$ cat config.mk
export PLATFORM = sky130hd
export DESIGN_NAME = fpu_unit
export DESIGN_NICKNAME = d
export VERILOG_FILES = /design/src/logic/fpu_pkg.sv /design/src/logic/result_bus_if.sv /design/src/logic/float_classifier.sv /design/src/logic/significand_multiplier.sv /design/src/logic/float_multiplier.sv /design/src/logic/float_min_max.sv /design/src/logic/result_arbiter.sv /design/src/logic/float_rounder.sv /design/src/logic/fpu_unit.sv
export SDC_FILE = /design/constraint.sdc
export NUM_CORES = 2
export LEC_CHECK = 0
export BUFFER_PORTS_ARGS = -buffer_cell sky130_fd_sc_hd__buf_2
export CAP_MARGIN = 25
export CORE_MARGIN = 2
export CORE_UTILIZATION = 25
export CTS_BUF_LIST = sky130_fd_sc_hd__clkbuf_4 sky130_fd_sc_hd__clkbuf_8
export CTS_CLUSTER_DIAMETER = 120
export DETAILED_ROUTE_END_ITERATION = 6
export PLACE_DENSITY_LB_ADDON = 0.3
export SYNTH_ARGS = -nofsm -noshare
export SYNTH_HDL_FRONTEND = slang
export SYNTH_HIERARCHICAL = 1
export SYNTH_SLANG_ARGS = --single-unit
$ cat constraint.sdc
create_clock -name clk_i -period 9.95 [get_ports clk_i]
set_input_delay 1.99 -clock clk_i [delete_from_list [all_inputs] [get_ports clk_i]]
set_output_delay 1.99 -clock clk_i [all_outputs]
set_load 0.01 [all_outputs]
$ cat src/logic/fpu_pkg.sv
package fpu_pkg;

    // ====================
    // Number format
    // ====================

    // IEEE 754 single precision layout, sign in the MSB
    typedef struct packed {
        logic       sign;
        logic [7:0] exponent;
        logic [22:0] significand;
    } float_t;

    // Bits below the kept significand, used by the rounding stage
    typedef struct packed {
        logic guard;
        logic round;
        logic sticky;
    } round_bits_t;

    // Operation identifier, lets out of order results be matched at the output
    typedef logic [3:0] tag_t;

    typedef enum logic [1:0] {
        OP_MUL = 2'd0,
        OP_MIN = 2'd1,
        OP_MAX = 2'd2
    } fpu_op_t;

    typedef struct packed {
        logic invalid;
        logic overflow;
        logic underflow;
    } fpu_flags_t;

    // Operand decode shared by both execution units
    typedef struct packed {
        logic is_nan;
        logic is_infinity;
        logic is_zero;
        logic is_subnormal;
    } float_class_t;

    localparam int BIAS = 127;
    // Smallest biased exponent of a normal number
    localparam int MIN_EXP = 1;
    // Quiet NaN with only the significand MSB set
    localparam float_t CANONICAL_NAN = '{sign: 1'b0, exponent: 8'hFF, significand: 23'h400000};

endpackage : fpu_pkg

$ cat src/logic/result_bus_if.sv
`timescale 1ns/10ps

// One execution unit result on its way to the shared rounding stage
interface result_bus_if import fpu_pkg::*; ();

    float_t      result;
    round_bits_t round_bits;
    fpu_flags_t  flags;
    tag_t        tag;
    // Level, stays high until the cycle in which grant is high
    logic        valid;
    logic        grant;

    modport producer (
        output result, round_bits, flags, tag, valid,
        input  grant
    );

    modport consumer (
        input  result, round_bits, flags, tag, valid,
        output grant
    );

endinterface : result_bus_if

$ cat src/logic/float_classifier.sv
`timescale 1ns/10ps

module float_classifier import fpu_pkg::*; (
    input  float_t       operand_i,
    output float_class_t class_o
);

    logic exp_all_ones;
    logic exp_all_zeros;
    logic sig_zero;

    assign exp_all_ones  = (operand_i.exponent == 8'hFF);
    assign exp_all_zeros = (operand_i.exponent == 8'h00);
    assign sig_zero      = (operand_i.significand == '0);

    // Saturated exponent holds NaN or infinity, told apart by the significand
    assign class_o.is_nan      = exp_all_ones & !sig_zero;
    assign class_o.is_infinity = exp_all_ones & sig_zero;

    // Zero exponent holds zero or a subnormal, same test on the significand
    assign class_o.is_zero      = exp_all_zeros & sig_zero;
    assign class_o.is_subnormal = exp_all_zeros & !sig_zero;

endmodule : float_classifier

$ cat src/logic/significand_multiplier.sv
`timescale 1ns/10ps

module significand_multiplier #(
    parameter int CORE_STAGES = 2
) (
    input  logic        clk_i,
    input  logic        enable_i,
    input  logic [23:0] a_i,
    input  logic [23:0] b_i,
    output logic [47:0] product_o
);

    generate
        if (CORE_STAGES == 0) begin : g_comb
            // No pipeline, the product is seen in the same cycle
            assign product_o = a_i * b_i;
        end else begin : g_pipe
            logic [CORE_STAGES-1:0][47:0] product_q;

            // The whole chain advances together so the side pipe stays aligned
            always_ff @(posedge clk_i) begin
                if (enable_i) begin
                    product_q[0] <= a_i * b_i;
                    for (int i = 1; i < CORE_STAGES; i++) begin
                        product_q[i] <= product_q[i-1];
                    end
                end
            end

            assign product_o = product_q[CORE_STAGES-1];
        end
    endgenerate

endmodule : significand_multiplier

$ cat src/logic/float_multiplier.sv
`timescale 1ns/10ps

module float_multiplier import fpu_pkg::*; #(
    parameter int CORE_STAGES = 2
) (
    input  logic         clk_i,
    input  logic         rst_n_i,
    input  logic         stall_i,
    input  logic         flush_i,
    input  float_t       multiplicand_i,
    input  float_t       multiplier_i,
    input  float_class_t class_a_i,
    input  float_class_t class_b_i,
    input  tag_t         tag_i,
    input  logic         valid_i,
    result_bus_if.producer res_o
);

    // Everything that rides next to the significand product
    typedef struct packed {
        logic              sign;
        logic              invalid;
        logic              zero;
        logic              infinity;
        logic signed [9:0] exponent;
        tag_t              tag;
    } side_t;

    // ====================
    // Stage 0
    // ====================

    side_t       side_d;
    side_t       side_stg0;
    logic [23:0] sig_a_stg0;
    logic [23:0] sig_b_stg0;
    logic        valid_stg0;

    assign side_d.sign = multiplicand_i.sign ^ multiplier_i.sign;
    // NaN on either side, or infinity times a true zero
    assign side_d.invalid = class_a_i.is_nan | class_b_i.is_nan
                          | (class_a_i.is_infinity & class_b_i.is_zero)
                          | (class_b_i.is_infinity & class_a_i.is_zero);
    // Subnormal operands are taken as zero since subnormals are not carried
    assign side_d.zero = class_a_i.is_zero | class_a_i.is_subnormal
                       | class_b_i.is_zero | class_b_i.is_subnormal;
    assign side_d.infinity = class_a_i.is_infinity | class_b_i.is_infinity;
    // Ten bits keep both the negative range and the overflow range
    assign side_d.exponent = {2'b00, multiplicand_i.exponent}
                           + {2'b00, multiplier_i.exponent} - 10'(BIAS);
    assign side_d.tag = tag_i;

    always_ff @(posedge clk_i) begin
        if (!stall_i) begin
            side_stg0  <= side_d;
            // Hidden bit restored for normal operands only
            sig_a_stg0 <= {!(class_a_i.is_zero | class_a_i.is_subnormal),
                           multiplicand_i.significand};
            sig_b_stg0 <= {!(class_b_i.is_zero | class_b_i.is_subnormal),
                           multiplier_i.significand};
        end
    end

    always_ff @(posedge clk_i) begin
        if (!rst_n_i) begin
            valid_stg0 <= 1'b0;
        end else if (flush_i) begin
            valid_stg0 <= 1'b0;
        end else if (!stall_i) begin
            valid_stg0 <= valid_i;
        end
    end

    // ====================
    // Core and side pipe
    // ====================

    logic [47:0]              product;
    logic [47:0]              product_stg1;
    side_t [CORE_STAGES:0]    side_pipe;
    logic  [CORE_STAGES:0]    valid_pipe;

    significand_multiplier #(
        .CORE_STAGES(CORE_STAGES)
    ) u_core (
        .clk_i    (clk_i),
        .enable_i (!stall_i),
        .a_i      (sig_a_stg0),
        .b_i      (sig_b_stg0),
        .product_o(product)
    );

    // One extra slot covers the product register after the core
    always_ff @(posedge clk_i) begin
        if (!stall_i) begin
            product_stg1 <= product;
            side_pipe[0] <= side_stg0;
            for (int i = 1; i <= CORE_STAGES; i++) begin
                side_pipe[i] <= side_pipe[i-1];
            end
        end
    end

    always_ff @(posedge clk_i) begin
        if (!rst_n_i) begin
            valid_pipe <= '0;
        end else if (flush_i) begin
            valid_pipe <= '0;
        end else if (!stall_i) begin
            valid_pipe[0] <= valid_stg0;
            for (int i = 1; i <= CORE_STAGES; i++) begin
                valid_pipe[i] <= valid_pipe[i-1];
            end
        end
    end

    // ====================
    // Normalization
    // ====================

    side_t             side_out;
    logic signed [9:0] exp_norm;
    float_t            result_d;
    round_bits_t       round_d;
    fpu_flags_t        flags_d;
    logic              underflow;
    logic              overflow;

    assign side_out = side_pipe[CORE_STAGES];
    // Product of two values in [1,2) lies in [1,4), so at most one right shift
    assign exp_norm = side_out.exponent + 10'(product_stg1[47]);
    assign underflow = !side_out.zero && (exp_norm < MIN_EXP);
    assign overflow  = side_out.infinity || (exp_norm >= 255);

    always_comb begin
        result_d.sign     = side_out.sign;
        result_d.exponent = exp_norm[7:0];
        if (product_stg1[47]) begin
            result_d.significand = product_stg1[46:24];
            round_d = {product_stg1[23], product_stg1[22], |product_stg1[21:0]};
        end else begin
            result_d.significand = product_stg1[45:23];
            round_d = {product_stg1[22], product_stg1[21], |product_stg1[20:0]};
        end
        flags_d = '0;

        // Special results carry no round bits so the rounder leaves them alone
        if (side_out.invalid) begin
            result_d = CANONICAL_NAN;
            round_d  = '0;
            flags_d.invalid = 1'b1;
        end else if (underflow) begin
            result_d.exponent    = '0;
            result_d.significand = '0;
            round_d = '0;
            flags_d.underflow = 1'b1;
        end else if (overflow) begin
            result_d.exponent    = '1;
            result_d.significand = '0;
            round_d = '0;
            flags_d.overflow = 1'b1;
        end else if (side_out.zero) begin
            result_d.exponent    = '0;
            result_d.significand = '0;
            round_d = '0;
        end
    end

    assign res_o.result     = result_d;
    assign res_o.round_bits = round_d;
    assign res_o.flags      = flags_d;
    assign res_o.tag        = side_out.tag;
    assign res_o.valid      = valid_pipe[CORE_STAGES];

    // A finite product of two normal operands has its leading one in bit 47 or 46
    assert property (@(posedge clk_i) disable iff (!rst_n_i)
        res_o.valid && !side_out.zero && !side_out.invalid && !side_out.infinity
        |-> (product_stg1[47:46] != 2'b00));

    // Nothing here can hold a result, so the arbiter has to take it at once
    assert property (@(posedge clk_i) disable iff (!rst_n_i)
        res_o.valid |-> res_o.grant);

endmodule : float_multiplier

$ cat src/logic/float_min_max.sv
`timescale 1ns/10ps

module float_min_max import fpu_pkg::*; (
    input  logic         clk_i,
    input  logic         rst_n_i,
    input  logic         stall_i,
    input  logic         flush_i,
    input  fpu_op_t      op_i,
    input  float_t       operand_a_i,
    input  float_t       operand_b_i,
    input  float_class_t class_a_i,
    input  float_class_t class_b_i,
    input  tag_t         tag_i,
    input  logic         valid_i,
    output logic         busy_o,
    result_bus_if.producer res_o
);

    logic   a_less;
    logic   take_a;
    logic   load;
    logic   valid_q;
    float_t result_q;
    logic   invalid_q;
    tag_t   tag_q;

    // Sign-magnitude order, which also puts -0 below +0
    assign a_less = (operand_a_i.sign != operand_b_i.sign) ? operand_a_i.sign :
                    operand_a_i.sign ? (operand_a_i[30:0] > operand_b_i[30:0]) :
                                       (operand_a_i[30:0] < operand_b_i[30:0]);
    assign take_a = (op_i == OP_MIN) ? a_less : !a_less;

    // The register is free when empty or when its item leaves this cycle
    assign load   = !valid_q || res_o.grant;
    assign busy_o = valid_q && !res_o.grant;

    always_ff @(posedge clk_i) begin
        if (!rst_n_i) begin
            valid_q <= 1'b0;
        end else if (flush_i) begin
            valid_q <= 1'b0;
        end else if (!stall_i && load) begin
            valid_q <= valid_i;
        end
    end

    always_ff @(posedge clk_i) begin
        if (!stall_i && load && valid_i) begin
            tag_q     <= tag_i;
            invalid_q <= class_a_i.is_nan | class_b_i.is_nan;
            if (class_a_i.is_nan || class_b_i.is_nan) begin
                result_q <= CANONICAL_NAN;
            end else begin
                result_q <= take_a ? operand_a_i : operand_b_i;
            end
        end
    end

    assign res_o.result     = result_q;
    // A selected operand is already exact
    assign res_o.round_bits = '0;
    assign res_o.flags      = '{invalid: invalid_q, overflow: 1'b0, underflow: 1'b0};
    assign res_o.tag        = tag_q;
    assign res_o.valid      = valid_q;

    // Issue logic at the top must hold back while a result waits for the bus
    assert property (@(posedge clk_i) disable iff (!rst_n_i)
        valid_i |-> !busy_o);

endmodule : float_min_max

$ cat src/logic/result_arbiter.sv
`timescale 1ns/10ps

module result_arbiter import fpu_pkg::*; (
    input  logic clk_i,
    input  logic rst_n_i,
    result_bus_if.consumer mul_i,
    result_bus_if.consumer minmax_i,
    result_bus_if.producer sel_o
);

    logic pick_mul;

    // The multiplier cannot wait and always wins the bus
    assign pick_mul = mul_i.valid;

    assign mul_i.grant    = mul_i.valid && sel_o.grant;
    assign minmax_i.grant = minmax_i.valid && !mul_i.valid && sel_o.grant;

    assign sel_o.valid      = mul_i.valid || minmax_i.valid;
    assign sel_o.result     = pick_mul ? mul_i.result     : minmax_i.result;
    assign sel_o.round_bits = pick_mul ? mul_i.round_bits : minmax_i.round_bits;
    assign sel_o.flags      = pick_mul ? mul_i.flags      : minmax_i.flags;
    assign sel_o.tag        = pick_mul ? mul_i.tag        : minmax_i.tag;

    // A waiting min/max item has to leave as soon as the multiplier bus is quiet
    assert property (@(posedge clk_i) disable iff (!rst_n_i)
        minmax_i.valid && !mul_i.valid |-> minmax_i.grant);

endmodule : result_arbiter

$ cat src/logic/float_rounder.sv
`timescale 1ns/10ps

module float_rounder import fpu_pkg::*; (
    input  logic       clk_i,
    input  logic       rst_n_i,
    input  logic       stall_i,
    input  logic       flush_i,
    result_bus_if.consumer in_i,
    output float_t     result_o,
    output fpu_flags_t flags_o,
    output tag_t       tag_o,
    output logic       valid_o
);

    round_bits_t rb;
    logic        round_up;
    logic [23:0] sig_sum;
    float_t      rounded;
    fpu_flags_t  flags_d;
    logic        valid_q;

    // One register stage, always ready for the selected bus
    assign in_i.grant = 1'b1;

    assign rb = in_i.round_bits;
    // Nearest-even, a tie goes up only when the LSB is odd
    assign round_up = rb.guard & (rb.round | rb.sticky | in_i.result.significand[0]);
    assign sig_sum  = {1'b0, in_i.result.significand} + 24'(round_up);

    always_comb begin
        rounded = in_i.result;
        flags_d = in_i.flags;
        rounded.significand = sig_sum[22:0];
        // Carry out leaves a zero fraction and bumps the exponent
        if (sig_sum[23]) begin
            rounded.exponent = in_i.result.exponent + 8'd1;
            if (rounded.exponent == 8'hFF) begin
                rounded.significand = '0;
                flags_d.overflow = 1'b1;
            end
        end
    end

    always_ff @(posedge clk_i) begin
        if (!stall_i) begin
            result_o <= rounded;
            flags_o  <= flags_d;
            tag_o    <= in_i.tag;
        end
    end

    always_ff @(posedge clk_i) begin
        if (!rst_n_i) begin
            valid_q <= 1'b0;
        end else if (flush_i) begin
            valid_q <= 1'b0;
        end else if (!stall_i) begin
            valid_q <= in_i.valid;
        end
    end

    // A frozen result is shown once the stall is released
    assign valid_o = valid_q && !stall_i;

endmodule : float_rounder

$ cat src/logic/fpu_unit.sv
`timescale 1ns/10ps

module fpu_unit import fpu_pkg::*; #(
    parameter int CORE_STAGES = 2
) (
    input  logic       clk_i,
    input  logic       rst_n_i,
    input  logic       stall_i,
    input  logic       flush_i,
    input  logic       issue_valid_i,
    input  fpu_op_t    issue_op_i,
    input  float_t     operand_a_i,
    input  float_t     operand_b_i,
    input  tag_t       issue_tag_i,
    output logic       busy_o,
    output logic       out_valid_o,
    output float_t     out_result_o,
    output fpu_flags_t out_flags_o,
    output tag_t       out_tag_o
);

    // ====================
    // Issue decode
    // ====================

    float_class_t class_a;
    float_class_t class_b;
    logic         accept;
    logic         mul_valid;
    logic         minmax_valid;

    // Accepted only when nothing is frozen and the min/max output is free
    assign accept       = issue_valid_i && !stall_i && !busy_o;
    assign mul_valid    = accept && (issue_op_i == OP_MUL);
    assign minmax_valid = accept && (issue_op_i != OP_MUL);

    // Both units read the same decode
    float_classifier u_class_a (.operand_i(operand_a_i), .class_o(class_a));
    float_classifier u_class_b (.operand_i(operand_b_i), .class_o(class_b));

    // ====================
    // Units and result path
    // ====================

    result_bus_if mul_bus ();
    result_bus_if minmax_bus ();
    result_bus_if sel_bus ();

    float_multiplier #(
        .CORE_STAGES(CORE_STAGES)
    ) u_mul (
        .clk_i         (clk_i),
        .rst_n_i       (rst_n_i),
        .stall_i       (stall_i),
        .flush_i       (flush_i),
        .multiplicand_i(operand_a_i),
        .multiplier_i  (operand_b_i),
        .class_a_i     (class_a),
        .class_b_i     (class_b),
        .tag_i         (issue_tag_i),
        .valid_i       (mul_valid),
        .res_o         (mul_bus.producer)
    );

    float_min_max u_minmax (
        .clk_i      (clk_i),
        .rst_n_i    (rst_n_i),
        .stall_i    (stall_i),
        .flush_i    (flush_i),
        .op_i       (issue_op_i),
        .operand_a_i(operand_a_i),
        .operand_b_i(operand_b_i),
        .class_a_i  (class_a),
        .class_b_i  (class_b),
        .tag_i      (issue_tag_i),
        .valid_i    (minmax_valid),
        .busy_o     (busy_o),
        .res_o      (minmax_bus.producer)
    );

    result_arbiter u_arb (
        .clk_i   (clk_i),
        .rst_n_i (rst_n_i),
        .mul_i   (mul_bus.consumer),
        .minmax_i(minmax_bus.consumer),
        .sel_o   (sel_bus.producer)
    );

    float_rounder u_round (
        .clk_i   (clk_i),
        .rst_n_i (rst_n_i),
        .stall_i (stall_i),
        .flush_i (flush_i),
        .in_i    (sel_bus.consumer),
        .result_o(out_result_o),
        .flags_o (out_flags_o),
        .tag_o   (out_tag_o),
        .valid_o (out_valid_o)
    );

endmodule : fpu_unit

==> qor.csv <==
stage,metric,value,unit
outcome,status,completed,
critical_path,worst-path fanout max,19,
critical_path,CP Capture Type,flop,
layout,ratio of cells with drive above 1 in the final layout,9.87,%
die,# IOs,116,
global_routing,grt total ovfl,0,
clock_tree,Clock Tree Buf Depth,3,
global_routing,initial antenna violation count,7,
timing,RSZ-0062 raised after global routing,no,
clock_tree,Clock Tree Root,clkbuf_8,
timing,final setup fails,0,
timing,Rel. slew slack,30.6,%
clock_tree,hold_buf cts,0,
clock_tree,Setup Buffers After CTS,0,
place,dpl cells,5038,
critical_path,CP required,10300,ps
critical_path,"Max stage delay cell, worst path",edfxtp_1,
die,Die Y,377,um
critical_path,"delay-heaviest family, CP",adder cells,
timing,Setup Skew,36.3,ps
detailed_routing,number of iterations in the first detailed-routing pass,5,
global_routing,GRT Overall Usage,13.2,%
clock_tree,CTS H-tree lvls,2,
min_path,hold crit path type,reg -> reg,
layout,final core occ,27.8,%
clock_tree,total CTS buffers,53,
synth,mapped cell area,0.0348,mm2
detailed_routing,vias per cell,4.37,
timing,final hold vios,0,
detailed_routing,total routed wirelength,93100,um
timing,Worst Tran Pin Value,1040,ps
layout,Nets,4086,
clock_tree,clk slew on worst S/H paths,70,ps
timing,Final period util,79.0,%
detailed_routing,Antenna Violating Nets Remaining,0,
job,Max Cap Viol,0,
critical_path,Startpoint Class,flop,
global_routing,vias in the first global route,23880,
layout,Synth-to-Final Area Change,9.91,%
critical_path,Worst path max stage delay,1040,ps
detailed_routing,vias,22482,
clock_tree,clock sinks,346,
timing,setup_tns,0,ps
global_routing,global-route wire length before repair,144000,um
timing,Max Fclk,0.127,GHz
die,Die Width,377,um
global_routing,largest net degree at the start of global routing,157,
synth,yosys warns,6,
die,initial core utilization,25.2,%
layout,fillers,14378,
place,hpwl dp,69400,um
detailed_routing,DRC viols,0,
clock_tree,"Gates resized, CTS repair",0,
clock_tree,CTS tree,yes,
critical_path,Worst path most repeated cell,fa_1,
layout,non-filler instance count after layout,5139,
detailed_routing,First DRT Iteration DRCs,1550,
critical_path,Buf/Inv on CP,4,
clock_tree,clk_lat worst skew,600,ps
synth,Syn Area/Cell,10.6,um2
timing,fin crit period,7860,ps
die,Die ar.,0.142,mm2
place,Final GP Congestion,0.845,
critical_path,CP cell instances,buf_4 -> nand2_1 -> fa_1 -> inv_1 -> fa_1 -> fa_1 -> fa_1 -> fa_1 -> fa_1 -> inv_1 -> fa_1 -> inv_1 -> ha_1 -> nand2_1 -> o21ai_0 -> nor3b_1 -> and3_1 -> nor3_1 -> a41o_1 -> a221oi_1 -> xnor2_1,
timing,Final Slew Violations,0,
critical_path,arrival time worst endpoint,8210,ps
place,input/output buffers,115,
critical_path,Crit Path Class,reg -> reg,
die,row count,136,
die,Core Footprint,0.138,mm2
synth,Mapped Cells,3269,
detailed_routing,DR WL/cell,18.1,um
-- state kept, by name, summed over array words and instances (netlist names), 3 cells and up --
register,cells
u_mul/valid_pipe,3
u_round/flags_o,3
u_mul/side_stg0,18
u_mul/res_o.tag,4
u_mul/u_core/product_o,48
u_mul/sig_a_stg0,24
u_minmax/res_o.tag,4
u_mul/side_out,14
u_mul/sig_b_stg0,24
u_minmax/res_o.result,32
u_mul/u_core/g_pipe.product_q,48
u_mul/side_pipe,36
u_mul/product_stg1,48
u_round/tag_o,4
u_round/result_o,32
-- routing by layer --
layer | global-route usage (%) | routed length [um] | up-vias
li1 | - | - | 10339
met5 | 0 | 16 | -
met2 | 22.5 | 44200 | 593
met3 | 1.61 | 4740 | 113
met1 | 17.9 | 42400 | 11433
met4 | 2.91 | 1750 | 4
-- cell type report --
type | count | area (um2) | area share, %
Antenna cell | 1 | 2.50 | 0.00655
Inverter | 611 | 2300 | 6.02
Multi-Input combinational cell | 2119 | 21000 | 55.1
Timing Repair Buffer | 172 | 1180 | 3.08
Clock buffer | 66 | 833 | 2.18
Sequential cell | 346 | 10300 | 27.0
Tap cell | 1794 | 2240 | 5.88
Clock inverter | 30 | 267 | 0.698
-- placed cells by master, fill, tap and decap left out, types with 6 or more instances in the layout --
cell type,count
mux2_4,37
nand4_1,30
and2_1,312
nor2_1,100
ha_1,225
o21a_1,14
nand2b_1,6
mux2i_1,64
xnor2_1,55
nor4_1,21
fa_1,483
nand3_1,30
nor3_1,29
a21o_1,20
nor4_2,7
o21ai_0,39
clkinv_1,18
a211oi_1,9
conb_1,6
a31oi_1,9
and3_1,10
nor3b_1,6
buf_16,8
o211ai_1,9
buf_2,115
nor2b_1,7
clkbuf_8,54
inv_1,609
a21oi_1,80
clkbuf_4,12
and4_1,8
buf_4,48
nand2_1,393
xor2_1,34
edfxtp_1,340
-- metrics by stage --
step / worst slack (ps) / hold slack, ps / area (um2)
2_1_floorplan: 2090 / 400 / 34800
3_3_place_gp: 1870 / 400 / 36900
3_5_place_dp: 2130 / 405 / 37000
4_1_cts: 2080 / 365 / 38100
5_1_grt: 1810 / 392 / 38200
6_report: 2090 / 386 / 38200
-- path summary, 6_finish.rpt --
kind / startpoint / endpoint / slack [ps] / cells after the start
setup / recovery: u_mul/sig_a_stg0[13] / u_mul/u_core/g_pipe.product_q[46] / 2090 / 21
hold / removal: u_mul/u_core/product_o[25] / u_mul/product_stg1[25] / 390 / 0
setup reg to reg: u_mul/sig_a_stg0[13] / u_mul/u_core/g_pipe.product_q[46] / 2090 / 21
hold reg to reg: u_mul/u_core/product_o[25] / u_mul/product_stg1[25] / 390 / 0
Power is left out: the tool's default activity adds up to more than one toggle a clock period on the data nets, which glitch-free logic cannot reach.
